--- src/hw/fm_reg_pkg.sv ---
// Register map definitions
package fm_reg_pkg;

    localparam int REG_ADDR_WIDTH  = 8;
    localparam int REG_DATA_WIDTH  = 16;

    // Address bits 7 to 6 select the field, bits 5 to 0 the operator
    localparam int REG_FIELD_WIDTH = 2;
    localparam int REG_OP_WIDTH    = REG_ADDR_WIDTH - REG_FIELD_WIDTH;

    // Bit positions inside the data word of a shape write
    localparam int SHAPE_WAVE_LSB  = 0;
    localparam int SHAPE_ATTEN_LSB = 2;

    // Code 3 is reserved and writes to it are dropped
    typedef enum logic [REG_FIELD_WIDTH-1:0] {
        FIELD_PHASE_INC = 2'd0,
        FIELD_SHAPE     = 2'd1,
        FIELD_KEY_ON    = 2'd2  // Data ignored, requests a phase reset
    } reg_field_t;

endpackage

--- src/hw/fm_op_pkg.sv ---
// Operator datapath definitions
package fm_op_pkg;

    localparam int PHASE_WIDTH     = 20; // One full period per accumulator wrap
    localparam int PHASE_INC_WIDTH = 16; // Zero-extended into the accumulator
    localparam int SINE_IDX_WIDTH  = 8;  // Taken from phase bits 17 to 10
    localparam int SINE_AMP_WIDTH  = 12;
    localparam int OP_OUT_WIDTH    = 13; // Table amplitude plus sign
    localparam int ATTEN_WIDTH     = 4;  // Right shift applied to the amplitude

    typedef enum logic [1:0] {
        WAVE_SINE    = 2'd0,
        WAVE_HALF    = 2'd1, // Negative half muted
        WAVE_ABS     = 2'd2, // Rectified sine
        WAVE_QUARTER = 2'd3  // Rectified, muted in every second quarter
    } waveform_t;

    // Static settings of one operator
    typedef struct packed {
        logic [PHASE_INC_WIDTH-1:0] phase_inc;
        waveform_t                  waveform;
        logic [ATTEN_WIDTH-1:0]     atten;
    } op_cfg_t;

endpackage
--- src/hw/fm_operator_core.sv ---
// FM operator subsystem
module fm_operator_core
    import fm_op_pkg::*;
    import fm_reg_pkg::*;
#(
    parameter int  NUM_OPS = 8,
    localparam int IDX_W   = $clog2(NUM_OPS),
    localparam int SUM_W   = OP_OUT_WIDTH + $clog2(NUM_OPS)
) (
    input  logic                      clk,
    input  logic                      arst_n,
    input  logic                      reg_wr,
    input  logic [REG_ADDR_WIDTH-1:0] reg_addr,
    input  logic [REG_DATA_WIDTH-1:0] reg_data,
    input  logic                      sample_en,
    output logic                      sample_valid,
    output logic signed [SUM_W-1:0]   sample_out
);

    logic                           op_valid;
    logic [IDX_W-1:0]               op_idx;
    logic                           op_last;
    logic                           key_on;
    logic [PHASE_INC_WIDTH-1:0]     phase_inc;
    waveform_t                      waveform;
    logic [ATTEN_WIDTH-1:0]         atten;
    logic                           op_out_valid;
    logic signed [OP_OUT_WIDTH-1:0] op_out;
    logic                           op_out_last;

    fm_reg_decode #(
        .NUM_OPS (NUM_OPS)
    ) u_decode (
        .clk, .arst_n, .reg_wr, .reg_addr, .reg_data, .sample_en,
        .op_valid, .op_idx, .op_last, .key_on, .phase_inc, .waveform, .atten
    );

    // Three cycles from op_valid to op_out_valid
    operator_exec #(
        .NUM_OPS (NUM_OPS)
    ) u_exec (
        .clk, .arst_n, .op_valid, .op_idx, .op_last, .key_on, .phase_inc, .waveform,
        .atten, .op_out_valid, .op_out, .op_out_last
    );

    sample_mixer #(
        .NUM_OPS (NUM_OPS)
    ) u_mixer (
        .clk, .arst_n, .op_out_valid, .op_out, .op_out_last, .sample_valid, .sample_out
    );

endmodule

--- src/hw/sample_mixer.sv ---
// Operator output mixer
module sample_mixer
    import fm_op_pkg::*;
#(
    parameter int  NUM_OPS = 8,
    localparam int SUM_W   = OP_OUT_WIDTH + $clog2(NUM_OPS)
) (
    input  logic                           clk,
    input  logic                           arst_n,
    input  logic                           op_out_valid,
    input  logic signed [OP_OUT_WIDTH-1:0] op_out,
    input  logic                           op_out_last,
    output logic                           sample_valid,
    output logic signed [SUM_W-1:0]        sample_out
);

    logic signed [SUM_W-1:0] acc;
    logic signed [SUM_W-1:0] acc_next;

    assign acc_next = acc + SUM_W'(op_out);   // Sign-extended operator output

    always_ff @(posedge clk or negedge arst_n) begin
        if (!arst_n) begin
            acc          <= '0;
            sample_valid <= 1'b0;
        end else begin
            sample_valid <= op_out_valid && op_out_last;
            if (op_out_valid) begin
                acc <= op_out_last ? '0 : acc_next;   // Next scan starts from silence
            end
        end
    end

    always_ff @(posedge clk) begin
        if (op_out_valid && op_out_last) begin
            sample_out <= acc_next;
        end
    end

    // Scans are at least NUM_OPS cycles apart, so samples never come back to back
    a_single_cycle_valid: assert property (@(posedge clk) disable iff (!arst_n)
        sample_valid |=> !sample_valid);

endmodule

--- src/hw/operator_exec.sv ---
// Phase and waveform pipeline
module operator_exec
    import fm_op_pkg::*;
#(
    parameter int  NUM_OPS = 8,
    localparam int IDX_W   = $clog2(NUM_OPS)
) (
    input  logic                           clk,
    input  logic                           arst_n,
    input  logic                           op_valid,
    input  logic [IDX_W-1:0]               op_idx,
    input  logic                           op_last,
    input  logic                           key_on,
    input  logic [PHASE_INC_WIDTH-1:0]     phase_inc,
    input  waveform_t                      waveform,
    input  logic [ATTEN_WIDTH-1:0]         atten,
    output logic                           op_out_valid,
    output logic signed [OP_OUT_WIDTH-1:0] op_out,
    output logic                           op_out_last
);

    localparam int IDX_LSB = PHASE_WIDTH - 2 - SINE_IDX_WIDTH;

    typedef logic [PHASE_WIDTH-1:0] phase_t;

    logic                           s1_valid;
    logic                           s1_last;
    logic                           s1_key_on;
    logic [IDX_W-1:0]               s1_idx;
    logic [PHASE_INC_WIDTH-1:0]     s1_inc;
    waveform_t                      s1_wave;
    logic [ATTEN_WIDTH-1:0]         s1_atten;
    phase_t                         old_phase;
    phase_t                         new_phase;
    logic [SINE_IDX_WIDTH-1:0]      sine_idx;
    logic                           s2_valid;
    logic                           s2_last;
    waveform_t                      s2_wave;
    logic [ATTEN_WIDTH-1:0]         s2_atten;
    logic [1:0]                     s2_quad;   // Phase bits 19 and 18
    logic [SINE_AMP_WIDTH-1:0]      amp;
    logic [SINE_AMP_WIDTH-1:0]      mag;
    logic signed [OP_OUT_WIDTH-1:0] mag_s;
    logic signed [OP_OUT_WIDTH-1:0] wave_out;

    // Stage 1 reads the stored phase, stage 2 writes the updated one back
    op_state_ram #(
        .DEPTH (NUM_OPS),
        .T     (phase_t)
    ) phase_ram (
        .clk,
        .arst_n,
        .we    (s1_valid),
        .waddr (s1_idx),
        .wdata (new_phase),
        .raddr (op_idx),
        .rdata (old_phase)
    );

    always_ff @(posedge clk or negedge arst_n) begin
        if (!arst_n) begin
            s1_valid     <= 1'b0;
            s1_last      <= 1'b0;
            s1_key_on    <= 1'b0;
            s2_valid     <= 1'b0;
            s2_last      <= 1'b0;
            op_out_valid <= 1'b0;
            op_out_last  <= 1'b0;
        end else begin
            s1_valid     <= op_valid;
            s1_last      <= op_valid && op_last;
            s1_key_on    <= op_valid && key_on;
            s2_valid     <= s1_valid;
            s2_last      <= s1_last;
            op_out_valid <= s2_valid;
            op_out_last  <= s2_valid && s2_last;
        end
    end

    // Accumulator wraps modulo 2**20
    assign new_phase = s1_key_on ? '0 : old_phase + PHASE_WIDTH'(s1_inc);

    // Fold the second and fourth quadrant back onto the quarter table
    assign sine_idx = new_phase[PHASE_WIDTH-2] ? ~new_phase[IDX_LSB +: SINE_IDX_WIDTH]
                                               : new_phase[IDX_LSB +: SINE_IDX_WIDTH];

    quarter_sine_rom sine_rom (
        .clk,
        .idx (sine_idx),
        .amp (amp)
    );

    always_ff @(posedge clk) begin
        s1_idx   <= op_idx;
        s1_inc   <= phase_inc;
        s1_wave  <= waveform;
        s1_atten <= atten;
        s2_wave  <= s1_wave;
        s2_atten <= s1_atten;
        s2_quad  <= new_phase[PHASE_WIDTH-1 -: 2];
    end

    assign mag   = amp >> s2_atten;
    assign mag_s = signed'(OP_OUT_WIDTH'(mag));

    always_comb begin
        unique case (s2_wave)
            WAVE_SINE:    wave_out = s2_quad[1] ? -mag_s : mag_s;
            WAVE_HALF:    wave_out = s2_quad[1] ? '0 : mag_s;
            WAVE_ABS:     wave_out = mag_s;
            WAVE_QUARTER: wave_out = s2_quad[0] ? '0 : mag_s;
        endcase
    end

    always_ff @(posedge clk) begin
        op_out <= wave_out;
    end

endmodule

--- src/hw/fm_reg_decode.sv ---
// Operator register file and scan sequencer
module fm_reg_decode
    import fm_op_pkg::*;
    import fm_reg_pkg::*;
#(
    parameter int  NUM_OPS = 8,
    localparam int IDX_W   = $clog2(NUM_OPS)
) (
    input  logic                       clk,
    input  logic                       arst_n,
    input  logic                       reg_wr,
    input  logic [REG_ADDR_WIDTH-1:0]  reg_addr,
    input  logic [REG_DATA_WIDTH-1:0]  reg_data,
    input  logic                       sample_en,
    output logic                       op_valid,
    output logic [IDX_W-1:0]           op_idx,
    output logic                       op_last,
    output logic                       key_on,
    output logic [PHASE_INC_WIDTH-1:0] phase_inc,
    output waveform_t                  waveform,
    output logic [ATTEN_WIDTH-1:0]     atten
);

    localparam logic [IDX_W-1:0] LAST_OP = IDX_W'(NUM_OPS - 1);

    reg_field_t              wr_field;
    logic [REG_OP_WIDTH-1:0] wr_op;
    logic                    wr_in_range;
    logic                    cfg_wr;
    logic                    kon_wr;
    logic                    scan_active;
    logic [IDX_W-1:0]        scan_cnt;
    logic [NUM_OPS-1:0]      pending;   // Key-on requests not yet issued
    logic [IDX_W-1:0]        raddr;
    op_cfg_t                 rd_cfg;
    logic                    rmw_q;     // Second half of a field write
    logic                    fwd_q;
    logic [IDX_W-1:0]        rmw_op;
    logic                    rmw_shape;
    logic [REG_DATA_WIDTH-1:0] rmw_data;
    op_cfg_t                 last_cfg;
    op_cfg_t                 old_cfg;
    op_cfg_t                 new_cfg;

    assign wr_field    = reg_field_t'(reg_addr[REG_ADDR_WIDTH-1 -: REG_FIELD_WIDTH]);
    assign wr_op       = reg_addr[REG_OP_WIDTH-1:0];
    assign wr_in_range = (wr_op < NUM_OPS);
    assign cfg_wr = reg_wr && wr_in_range &&
                    (wr_field == FIELD_PHASE_INC || wr_field == FIELD_SHAPE);
    assign kon_wr = reg_wr && wr_in_range && (wr_field == FIELD_KEY_ON);

    // The read port serves the scan, and field writes between scans
    assign raddr = scan_active ? scan_cnt : wr_op[IDX_W-1:0];

    op_state_ram #(
        .DEPTH (NUM_OPS),
        .T     (op_cfg_t)
    ) cfg_ram (
        .clk,
        .arst_n,
        .we    (rmw_q),
        .waddr (rmw_op),
        .wdata (new_cfg),
        .raddr (raddr),
        .rdata (rd_cfg)
    );

    // A write right behind another one to the same operator takes the value just written
    always_comb begin
        old_cfg = fwd_q ? last_cfg : rd_cfg;
        new_cfg = old_cfg;
        if (rmw_shape) begin
            new_cfg.waveform = waveform_t'(rmw_data[SHAPE_WAVE_LSB +: $bits(waveform_t)]);
            new_cfg.atten    = rmw_data[SHAPE_ATTEN_LSB +: ATTEN_WIDTH];
        end else begin
            new_cfg.phase_inc = rmw_data;
        end
    end

    always_ff @(posedge clk or negedge arst_n) begin
        if (!arst_n) begin
            rmw_q <= 1'b0;
            fwd_q <= 1'b0;
        end else begin
            rmw_q <= cfg_wr && !scan_active;
            fwd_q <= rmw_q && (rmw_op == wr_op[IDX_W-1:0]);
        end
    end

    always_ff @(posedge clk) begin
        rmw_op    <= wr_op[IDX_W-1:0];
        rmw_shape <= (wr_field == FIELD_SHAPE);
        rmw_data  <= reg_data;
        if (rmw_q) begin
            last_cfg <= new_cfg;
        end
    end

    always_ff @(posedge clk or negedge arst_n) begin
        if (!arst_n) begin
            scan_active <= 1'b0;
            scan_cnt    <= '0;
        end else if (scan_active) begin
            scan_active <= (scan_cnt != LAST_OP);
            scan_cnt    <= (scan_cnt == LAST_OP) ? '0 : scan_cnt + 1'b1;
        end else if (sample_en) begin
            scan_active <= 1'b1;   // Operator 0 goes out on the next edge
        end
    end

    always_ff @(posedge clk or negedge arst_n) begin
        if (!arst_n) begin
            pending <= '0;
        end else begin
            if (scan_active) begin
                pending[scan_cnt] <= 1'b0;
            end
            if (kon_wr) begin
                pending[wr_op[IDX_W-1:0]] <= 1'b1;   // A new request beats the clear
            end
        end
    end

    always_ff @(posedge clk or negedge arst_n) begin
        if (!arst_n) begin
            op_valid <= 1'b0;
            op_idx   <= '0;
            op_last  <= 1'b0;
            key_on   <= 1'b0;
        end else begin
            op_valid <= scan_active;
            op_idx   <= scan_cnt;
            op_last  <= scan_active && (scan_cnt == LAST_OP);
            key_on   <= scan_active && pending[scan_cnt];
        end
    end

    assign phase_inc = rd_cfg.phase_inc;   // Config arrives from the RAM with op_valid
    assign waveform  = rd_cfg.waveform;
    assign atten     = rd_cfg.atten;

    a_no_overlapping_scan: assert property (@(posedge clk) disable iff (!arst_n)
        sample_en |-> !scan_active);

    a_op_in_range: assert property (@(posedge clk) disable iff (!arst_n)
        reg_wr |-> wr_in_range);

    // Field writes need the read port, which the scan holds while it runs
    a_cfg_wr_idle: assert property (@(posedge clk) disable iff (!arst_n)
        cfg_wr |-> !scan_active);

endmodule

--- src/hw/quarter_sine_rom.sv ---
// Quarter-period sine table
module quarter_sine_rom
    import fm_op_pkg::*;
(
    input  logic                      clk,
    input  logic [SINE_IDX_WIDTH-1:0] idx,
    output logic [SINE_AMP_WIDTH-1:0] amp
);

    localparam int  DEPTH      = 2 ** SINE_IDX_WIDTH;
    localparam real PI         = 3.14159265358979323846;
    localparam real FULL_SCALE = real'((2 ** SINE_AMP_WIDTH) - 1);

    typedef logic [SINE_AMP_WIDTH-1:0] table_t [DEPTH];

    // Entries sit half a step off the quadrant edges, so the folded table is symmetric
    function automatic table_t build_table();
        table_t t;
        real    angle;
        for (int i = 0; i < DEPTH; i++) begin
            angle = (real'(i) + 0.5) * PI / real'(2 * DEPTH);
            t[i]  = SINE_AMP_WIDTH'($rtoi(FULL_SCALE * $sin(angle) + 0.5));
        end
        return t;
    endfunction

    localparam table_t SINE_TABLE = build_table();

    always_ff @(posedge clk) begin
        amp <= SINE_TABLE[idx];
    end

endmodule

--- src/hw/op_state_ram.sv ---
// Per-operator state memory
module op_state_ram #(
    parameter int  DEPTH = 8,
    parameter type T     = logic [7:0],
    localparam int AW    = $clog2(DEPTH)
) (
    input  logic          clk,
    input  logic          arst_n,
    input  logic          we,
    input  logic [AW-1:0] waddr,
    input  T              wdata,
    input  logic [AW-1:0] raddr,
    output T              rdata
);

    T mem [DEPTH];

    always_ff @(posedge clk or negedge arst_n) begin
        if (!arst_n) begin
            mem <= '{default: '0};
        end else if (we) begin
            mem[waddr] <= wdata;
        end
    end

    // One cycle of read latency, a same-address write shows up on the next read
    always_ff @(posedge clk or negedge arst_n) begin
        if (!arst_n) begin
            rdata <= '0;
        end else begin
            rdata <= mem[raddr];
        end
    end

    // The caller must keep its operator index inside the array
    a_waddr_in_range: assert property (@(posedge clk) disable iff (!arst_n)
        we |-> (int'(waddr) < DEPTH));

endmodule

--- config.mk ---
export PLATFORM = sky130hd
export DESIGN_NAME = fm_operator_core
export DESIGN_NICKNAME = d
export VERILOG_FILES = /design/src/hw/fm_reg_pkg.sv /design/src/hw/fm_op_pkg.sv /design/src/hw/fm_operator_core.sv /design/src/hw/sample_mixer.sv /design/src/hw/operator_exec.sv /design/src/hw/fm_reg_decode.sv /design/src/hw/quarter_sine_rom.sv /design/src/hw/op_state_ram.sv
export SDC_FILE = /design/constraint.sdc
export NUM_CORES = 1
export LEC_CHECK = 0
export ABC_AREA = 1
export CAP_MARGIN = 20
export CORE_UTILIZATION = 60
export DETAILED_ROUTE_END_ITERATION = 6
export DONT_BUFFER_PORTS = 1
export PLACE_DENSITY = 0.76
export SLEW_MARGIN = 0
export SYNTH_ARGS = -nofsm -noshare
export SYNTH_HDL_FRONTEND = slang
export SYNTH_SLANG_ARGS = --single-unit
--- constraint.sdc ---
create_clock -name clk -period 8.3 [get_ports clk]
set_input_delay 0.83 -clock clk [delete_from_list [all_inputs] [get_ports clk]]
set_output_delay 0.83 -clock clk [all_outputs]
set_load 0.01 [all_outputs]
Word-level counts from Yosys, hierarchy flattened

Memories as Yosys holds them, arrays and structs flattened. A register that Yosys moved wholly into a read port is not among the register bits.
Cells that the tools add are included.

Multipliers: 0
Reduce and logical (&&, ||, !) cells: 19
Shift operators: 1
Add/subtract/negate cells: 4
Eq/ne operators: 8
Order comparisons: 11
Mux-type cells: 34
Bitwise gates (word level): 9
Div/mod/pow operators: 0

Operators by type and width:

| kind                                                       | count |
|---|---|
| bitwise mux 176 bit                                        | 1 |
| bitwise mux 160 bit                                        | 1 |
| two-way mux 22 bit                                         | 4 |
| two-way mux 20 bit                                         | 4 |
| binary-select mux 22 bit (select 3 bit)                    | 1 |
| demux 22 bit (select 3 bit)                                | 1 |
| binary-select mux 20 bit (select 3 bit)                    | 1 |
| demux 20 bit (select 3 bit)                                | 1 |
| one-hot mux 13 bit (4 select lines)                        | 1 |
| two-way mux 16 bit                                         | 2 |
| two-way mux 12 bit                                         | 2 |
| two-way mux 8 bit                                          | 3 |
| adder 20 x 16 -> 20 bit                                    | 1 |
| adder 16 x 13 -> 16 bit                                    | 1 |
| greater-or-equal comparator 4 bit, second input constant   | 4 |
| inverter 3 -> 4 bit                                        | 4 |
| inverter 8 bit                                             | 2 |
| logical AND 1 bit                                          | 15 |
| two-way mux 13 bit                                         | 1 |
| negation 12 -> 13 bit                                      | 1 |
| right shift 12 x 4 -> 12 bit                               | 1 |
| inverter 8 -> 9 bit                                        | 1 |
| AND 8 bit                                                  | 1 |
| less-than comparator 3 x 4 -> 1 bit, second input constant | 2 |
| 18 further kinds                                           | 30 |

Bits in writable memories: 0
Register bits after elaboration: 526
Memories: 1
Output and inout bits: 17
Latch bits: 0
Input port bits: 28
Memory bits (read-only): 3,072

Memories:

| name            | words | width | read ports | clocked after memory_dff | wr ports | RTL line               | text |
|---|---|---|---|---|---|---|---|
| (no name shown) | 256   | 12    | 1          | 1                        | 0        | quarter_sine_rom.sv:30 | `amp <= SINE_TABLE[idx];` |

Longest topological paths before layout

Depth after elaboration: 9
Depth in mapped cells: 27
Mapped depth without buffers: 25

Cells and area by module

Synthesis repeated with hierarchy kept, for this count alone.

Cells, all modules: 3,950
Area total of the unflattened synthesis: 28,469.8 um^2

Modules (own cells, without submodules):

| module                           | seq. area each (um^2) | cells each | area an instance (um^2) | instances |
|---|---|---|---|---|
| op_state_ram at u_decode.cfg_ram | 4,954.8               | 1,206      | 9,256.4                 | 1 |
| op_state_ram at u_exec.phase_ram | 4,504.3               | 1,102      | 8,344.3                 | 1 |
| operator_exec                    | 1,096.1               | 478        | 3,218.1                 | 1 |
| quarter_sine_rom                 | 240.2                 | 641        | 3,114.2                 | 1 |
| fm_reg_decode                    | 1,561.5               | 266        | 2,489.9                 | 1 |
| sample_mixer                     | 905.9                 | 257        | 2,047.0                 | 1 |

Worst setup path after synthesis

No wires, ideal clock.

Path kind: reg2reg
From: register u_exec.phase_ram.rdata[0] (netlist name)
To: register u_exec.sine_rom.amp[1]
Path buffers: 1
Period minus slack after synthesis: 3,113 ps
Path slack: 5,187 ps
Cell stages (with the launch flop): 24
Data arrival time: 3,000 ps
Setup time: 113 ps
Cell sequence: dfrtp_1 -> ha_1 -> inv_1 -> fa_1 -> inv_1 -> nand3_1 -> nand3_2 -> nand2_2 -> nand3_2 -> nand3_2 -> buf_6 -> nand2_1 -> nand2_2 -> ha_1 -> inv_1 -> nand3_1 -> nand3_1 -> nand2_1 -> nand3_1 -> nand2_1 -> nor2_1 -> nand2_1 -> nand3_1 -> nand2_1

Cells in the longest elaborated chain, start to end: 5

RTL lines:

| element                                       | RTL line               | text |
|---|---|---|
| from (decl)                                   | op_state_ram.sv:13     | `output T rdata` |
| from (signal assigned)                        | op_state_ram.sv:31     | `rdata <= mem[raddr];` |
| adder 20 x 16 -> 20 bit (*)                   | operator_exec.sv:81    | `assign new_phase = s1_key_on ? '0 : old_phase + PHASE_WIDTH'(s1_inc);` |
| two-way mux 20 bit (*)                        | operator_exec.sv:81    |  |
| inverter 8 bit                                | operator_exec.sv:84    | `assign sine_idx = new_phase[PHASE_WIDTH-2] ? ~new_phase[IDX_LSB +: SINE_IDX_WIDTH]` |
| two-way mux 8 bit (*)                         | operator_exec.sv:84    |  |
| inverter 8 -> 9 bit (not written as such) (*) | quarter_sine_rom.sv:30 |  |
| to (decl)                                     | quarter_sine_rom.sv:7  | `output logic [SINE_AMP_WIDTH-1:0] amp` |

Mark *: on every way between the ends. The rest lies on a longest branch, timed or not.
A chain may end at the register's enable or synchronous reset.

Final worst setup path

From: register u_exec.phase_ram.rdata[0] (netlist name)
To: register u_exec.sine_rom.amp[7]

Elaborated cells on any way between the ends: 5
Those cells by class: add/sub (1); mux (2); bitwise (2)

RTL lines:

| element                                   | RTL line               | text |
|---|---|---|
| adder 20 x 16 -> 20 bit                   | operator_exec.sv:81    |  |
| two-way mux 20 bit                        | operator_exec.sv:81    |  |
| via u_exec.new_phase[18]                  | operator_exec.sv:34    | `phase_t new_phase;` |
| two-way mux 8 bit                         | operator_exec.sv:84    |  |
| inverter 8 -> 9 bit (not written as such) | quarter_sine_rom.sv:30 |  |

The timed path passes the listed nets, and every way through them passes these cells.

==> summary.txt <==
Global routing
  • GRT Util Overall: about a third
  • Vias in the first global route: about 22k
  • Largest net degree at the start of global routing: around 420
  • First-pass GRT wire length: between 100 and 150 mm
  • Remaining Overflow, GRT: 0
  • Initial antenna violation count: 1

Place
  • # port buffers: 0
  • DP HPWL: between 40 and 50 mm
  • Place WS: around 3.9 ns
  • GPL Wtd Cong: just under 1

STA
  • RSZ-0062 raised after global routing: no
  • Max Slew Vio Count: approximately 150
  • Worst-Margin Slew: ~1.7 ns
  • Relative slew slack: -11.3%
  • Final hold vios: 0
  • Max frequency: 217 MHz
  • Setup WS post-layout: between 3 and 4 ns
  • Period minus WS final: approximately 4.6 ns
  • Setup violators final: 0
  • Final clock skew: between 0.07 and 0.08 ns
  • Fin crit share: between 50 and 60%
  • Setup TNS: 0 ns

Logic synthesis
  • Synth top area share: roughly two fifths
  • Synth area leader: dfrtp_1
  • Yosys cell types: between 50 and 60
  • Yosys reg bits: 538
  • Post-synth EDFFs: 38
  • Syn Nets: around 3.4k
  • Dominant cells by area after synthesis: dfrtp_1, nand2_1, o21ai_0
  • Ys async rst share: 78.4%
  • Syn avg cell area: around 8.0 um^2
  • Mapped Cells: ~3.3k
  • Synthesized cell area: about 0.026 mm^2
  • Warnings from Yosys: 0
  • Post-synthesis sequential area ratio: approximately half
  • Primary FF master, synth: dfrtp_1

Routing
  • Final wirelength: roughly 72 mm
  • Drt drc: 0
  • Initial DRC count: about 2.6k
  • ANT nets after route: 0
  • WL per Instance: roughly 19 um
  • Via density: between 5 and 6
  • First-pass iteration count of the detailed router: 6
  • Vias: around 23k

Critical path
  • Startpoint Class: register
  • Worst Setup End Kind: register
  • CP Data Required Time: 8.83 ns
  • Critical Path Max Stage Delay: ~0.96 ns
  • CP cell instances: ha_1 > inv_1 > fa_1 > inv_1 > nand3_1 > nand3_2 > nand2_2 > nand2_2 > nand2_4 > nand3_2 > inv_2 > nand2_1 > nand2_4 > inv_2 > o21ai_0 > nor2_1 > o21ai_0 > nand4_1 > nand2_1 > nand2_1
  • Number of buffers and inverters on the critical path: 4
  • Reg2Reg Depth: 20
  • Critical path's slowest cell: inv_2
  • Levels on crit path: 20
  • Max FO, Critical Path: 59
  • CP Data Arrival Time: ~5.2 ns
  • CP dominant cell by count: nand2_1
  • Top delay family on crit path: simple AND/OR/NAND/NOR gates
  • Setup CP Type: register to register

CTS
  • Post-CTS resize count: 0
  • Deepest clock path buffer count: 3
  • Clk_lat worst skew: 0.66 ns
  • CTS Buf Count: 55
  • CTS H-tree depth: 2
  • Clk pin slew, worst setup/hold paths: around 0.060 ns
  • CTS root buf: clkbuf_16
  • CTS Sinks: ~540
  • CTS tree: built

Floorplan
  • Row count: 76
  • Core ar.: 0.0433 mm^2
  • Starting Density: approximately three fifths
  • Width of the die: 212 um
  • Die H: 212 um
  • Top Ports: 45
  • Die area: approximately 0.045 mm^2

Finish
  • Synthesis-to-layout area growth: 8.78%
  • Final nets: roughly 3.3k
  • Core Util, Final: 66.3%
  • Ant. Diodes: 0
  • Share of cells above drive strength 1: 6.74%

Run
  • Max_cap viols: 0

Min path
  • Worst hold path class: input port to asynchronous set/reset pin

Outcome
  • Outcome: finished, violations left
  • Failing checks: slew limit
cells in the mapped netlist, types with 3 or more instances:
cell      instances
nand2_1         800
o21ai_0         525
dfrtp_1         422
nand3_1         266
inv_1           254
nor2_1          226
clkbuf_1        134
a21oi_1         116
dfxtp_1          78
ha_1             45
a31oi_1          44
edfxtp_1         38
o21ai_1          38
o211ai_1         30
o22ai_1          24
buf_2            23
mux2_2           23
a211oi_1         22
nand2_2          17
xor2_1           14
nand4_1          13
buf_4            11
nand3_2          11
nand2_4          10
a22o_1            9
buf_6             9
clkinv_1          8
nor3_1            8
o41ai_1           8
inv_2             7
buf_1             5
a21oi_2           4
nor2_2            4
o21a_1            4
or2_2             4
nand3b_1          3
nor4_1            3
worst reg2reg max path, delay by kind of cell, from the launching register on:
kind | cells | cell delay, ns
simple gates | 12 | 1.80
buf+inv | 4 | 1.30
fa+ha+maj | 2 | 0.54
compound gates | 2 | 0.53
flops | 1 | 0.33
area by class of cell:
type	count	area [um^2]
Clock buffer	71	1540
Clock inverter	33	424
Fill cell	3576	14600
Inverter	269	1010
Multi-Input combinational cell	2289	11300
Sequential cell	538	13300
Tap cell	585	732
Timing Repair Buffer	34	433
registers in the layout, summed over array words and instances (netlist names), 20 cells and up:
name,count
u_decode.cfg_ram.mem,176
u_exec.phase_ram.mem,160
u_decode.cfg_ram.rdata,22
u_decode.last_cfg,22
u_exec.phase_ram.rdata,20
layout by cell type, fill, tap and decap left out, types with 6 or more instances in the layout:
| cell | synthesis | routed |
|---|---|---|
| o41ai_1 | 8 | 8 |
| o211ai_1 | 30 | 30 |
| xor2_1 | 14 | 14 |
| a31oi_1 | 44 | 44 |
| nand2_4 | 10 | 10 |
| a22o_1 | 9 | 9 |
| buf_16 | 0 | 7 |
| clkbuf_8 | 0 | 10 |
| buf_4 | 11 | 24 |
| o21ai_0 | 525 | 525 |
| dfxtp_1 | 78 | 78 |
| dfrtp_1 | 422 | 421 |
| edfxtp_1 | 38 | 38 |
| clkbuf_1 | 134 | 6 |
| bufinv_16 | 0 | 7 |
| nand2_1 | 800 | 800 |
| nor2_1 | 226 | 226 |
| nor3_1 | 8 | 8 |
| inv_2 | 7 | 9 |
| nand2_2 | 17 | 17 |
| inv_1 | 254 | 252 |
| o21ai_1 | 38 | 35 |
| o22ai_1 | 24 | 24 |
| nand3_2 | 11 | 11 |
| mux2_2 | 23 | 23 |
| clkbuf_16 | 0 | 55 |
| clkinv_1 | 8 | 9 |
| clkinv_2 | 0 | 15 |
| ha_1 | 45 | 45 |
| a21oi_1 | 116 | 116 |
| nand3_1 | 266 | 266 |
| nand4_1 | 13 | 13 |
| a211oi_1 | 22 | 22 |
logic make-up after synthesis:
family                   share of synthesized area (%)
buffers and inverters                             7.00
XOR/XNOR                                         0.593
adder cells (fa/ha/maj)                           2.29
AND/OR/NAND/NOR                                   21.8
multiplexers                                      1.02
AO/OA/AOI/OAI                                     17.0
flip-flops                                        50.3
worst paths after layout:
kind / start / end / slack [ns]
hold reg to reg: u_exec.s1_atten[1] / u_exec.s2_atten[1] / 0.33
max in group asynchronous: arst_n / u_decode.cfg_ram.mem[4] / 6.83
min in group clk: reg_data[12] / u_decode.rmw_data[12] / 0.20
setup / recovery: u_exec.phase_ram.rdata[0] / u_exec.sine_rom.amp[7] / 3.69
hold / removal: arst_n / u_exec.phase_ram.rdata[15] / 0.06
setup reg to reg: u_exec.phase_ram.rdata[0] / u_exec.sine_rom.amp[7] / 3.69
routing by layer:
metal  vias up  share of wire (%)  GRT usage (%)
met5         -                  0              0
met4         0                4.4           16.4
met3       215                7.0           3.92
met2      1011                 47           52.7
met1     10800                 41           43.4
li1      10800                  -              -
timing repair:
| item | CTS | global route |
|---|---|---|
| hold endpoints to repair | 422 | 149 |
| endpoints found under the setup margin | 0 | 0 |
| setup buffers | 0 | 0 |
stage by stage:
| stage | cells | hold WS [ns] | instance area (um^2) |
|---|---|---|---|
| finish | 3819 | 0.0574 | 28700 |
| global route | 3819 | 0.0521 | 28700 |
| CTS | 3811 | -0.131 | 28500 |
| detailed placement | 3707 | 0.316 | 26500 |
| global placement | 3706 | 0.315 | 26500 |
| floorplan | 3279 | 0.310 | 26400 |
Power is left out: the tool's default activity adds up to more than one toggle a clock period on the data nets, which glitch-free logic cannot reach.
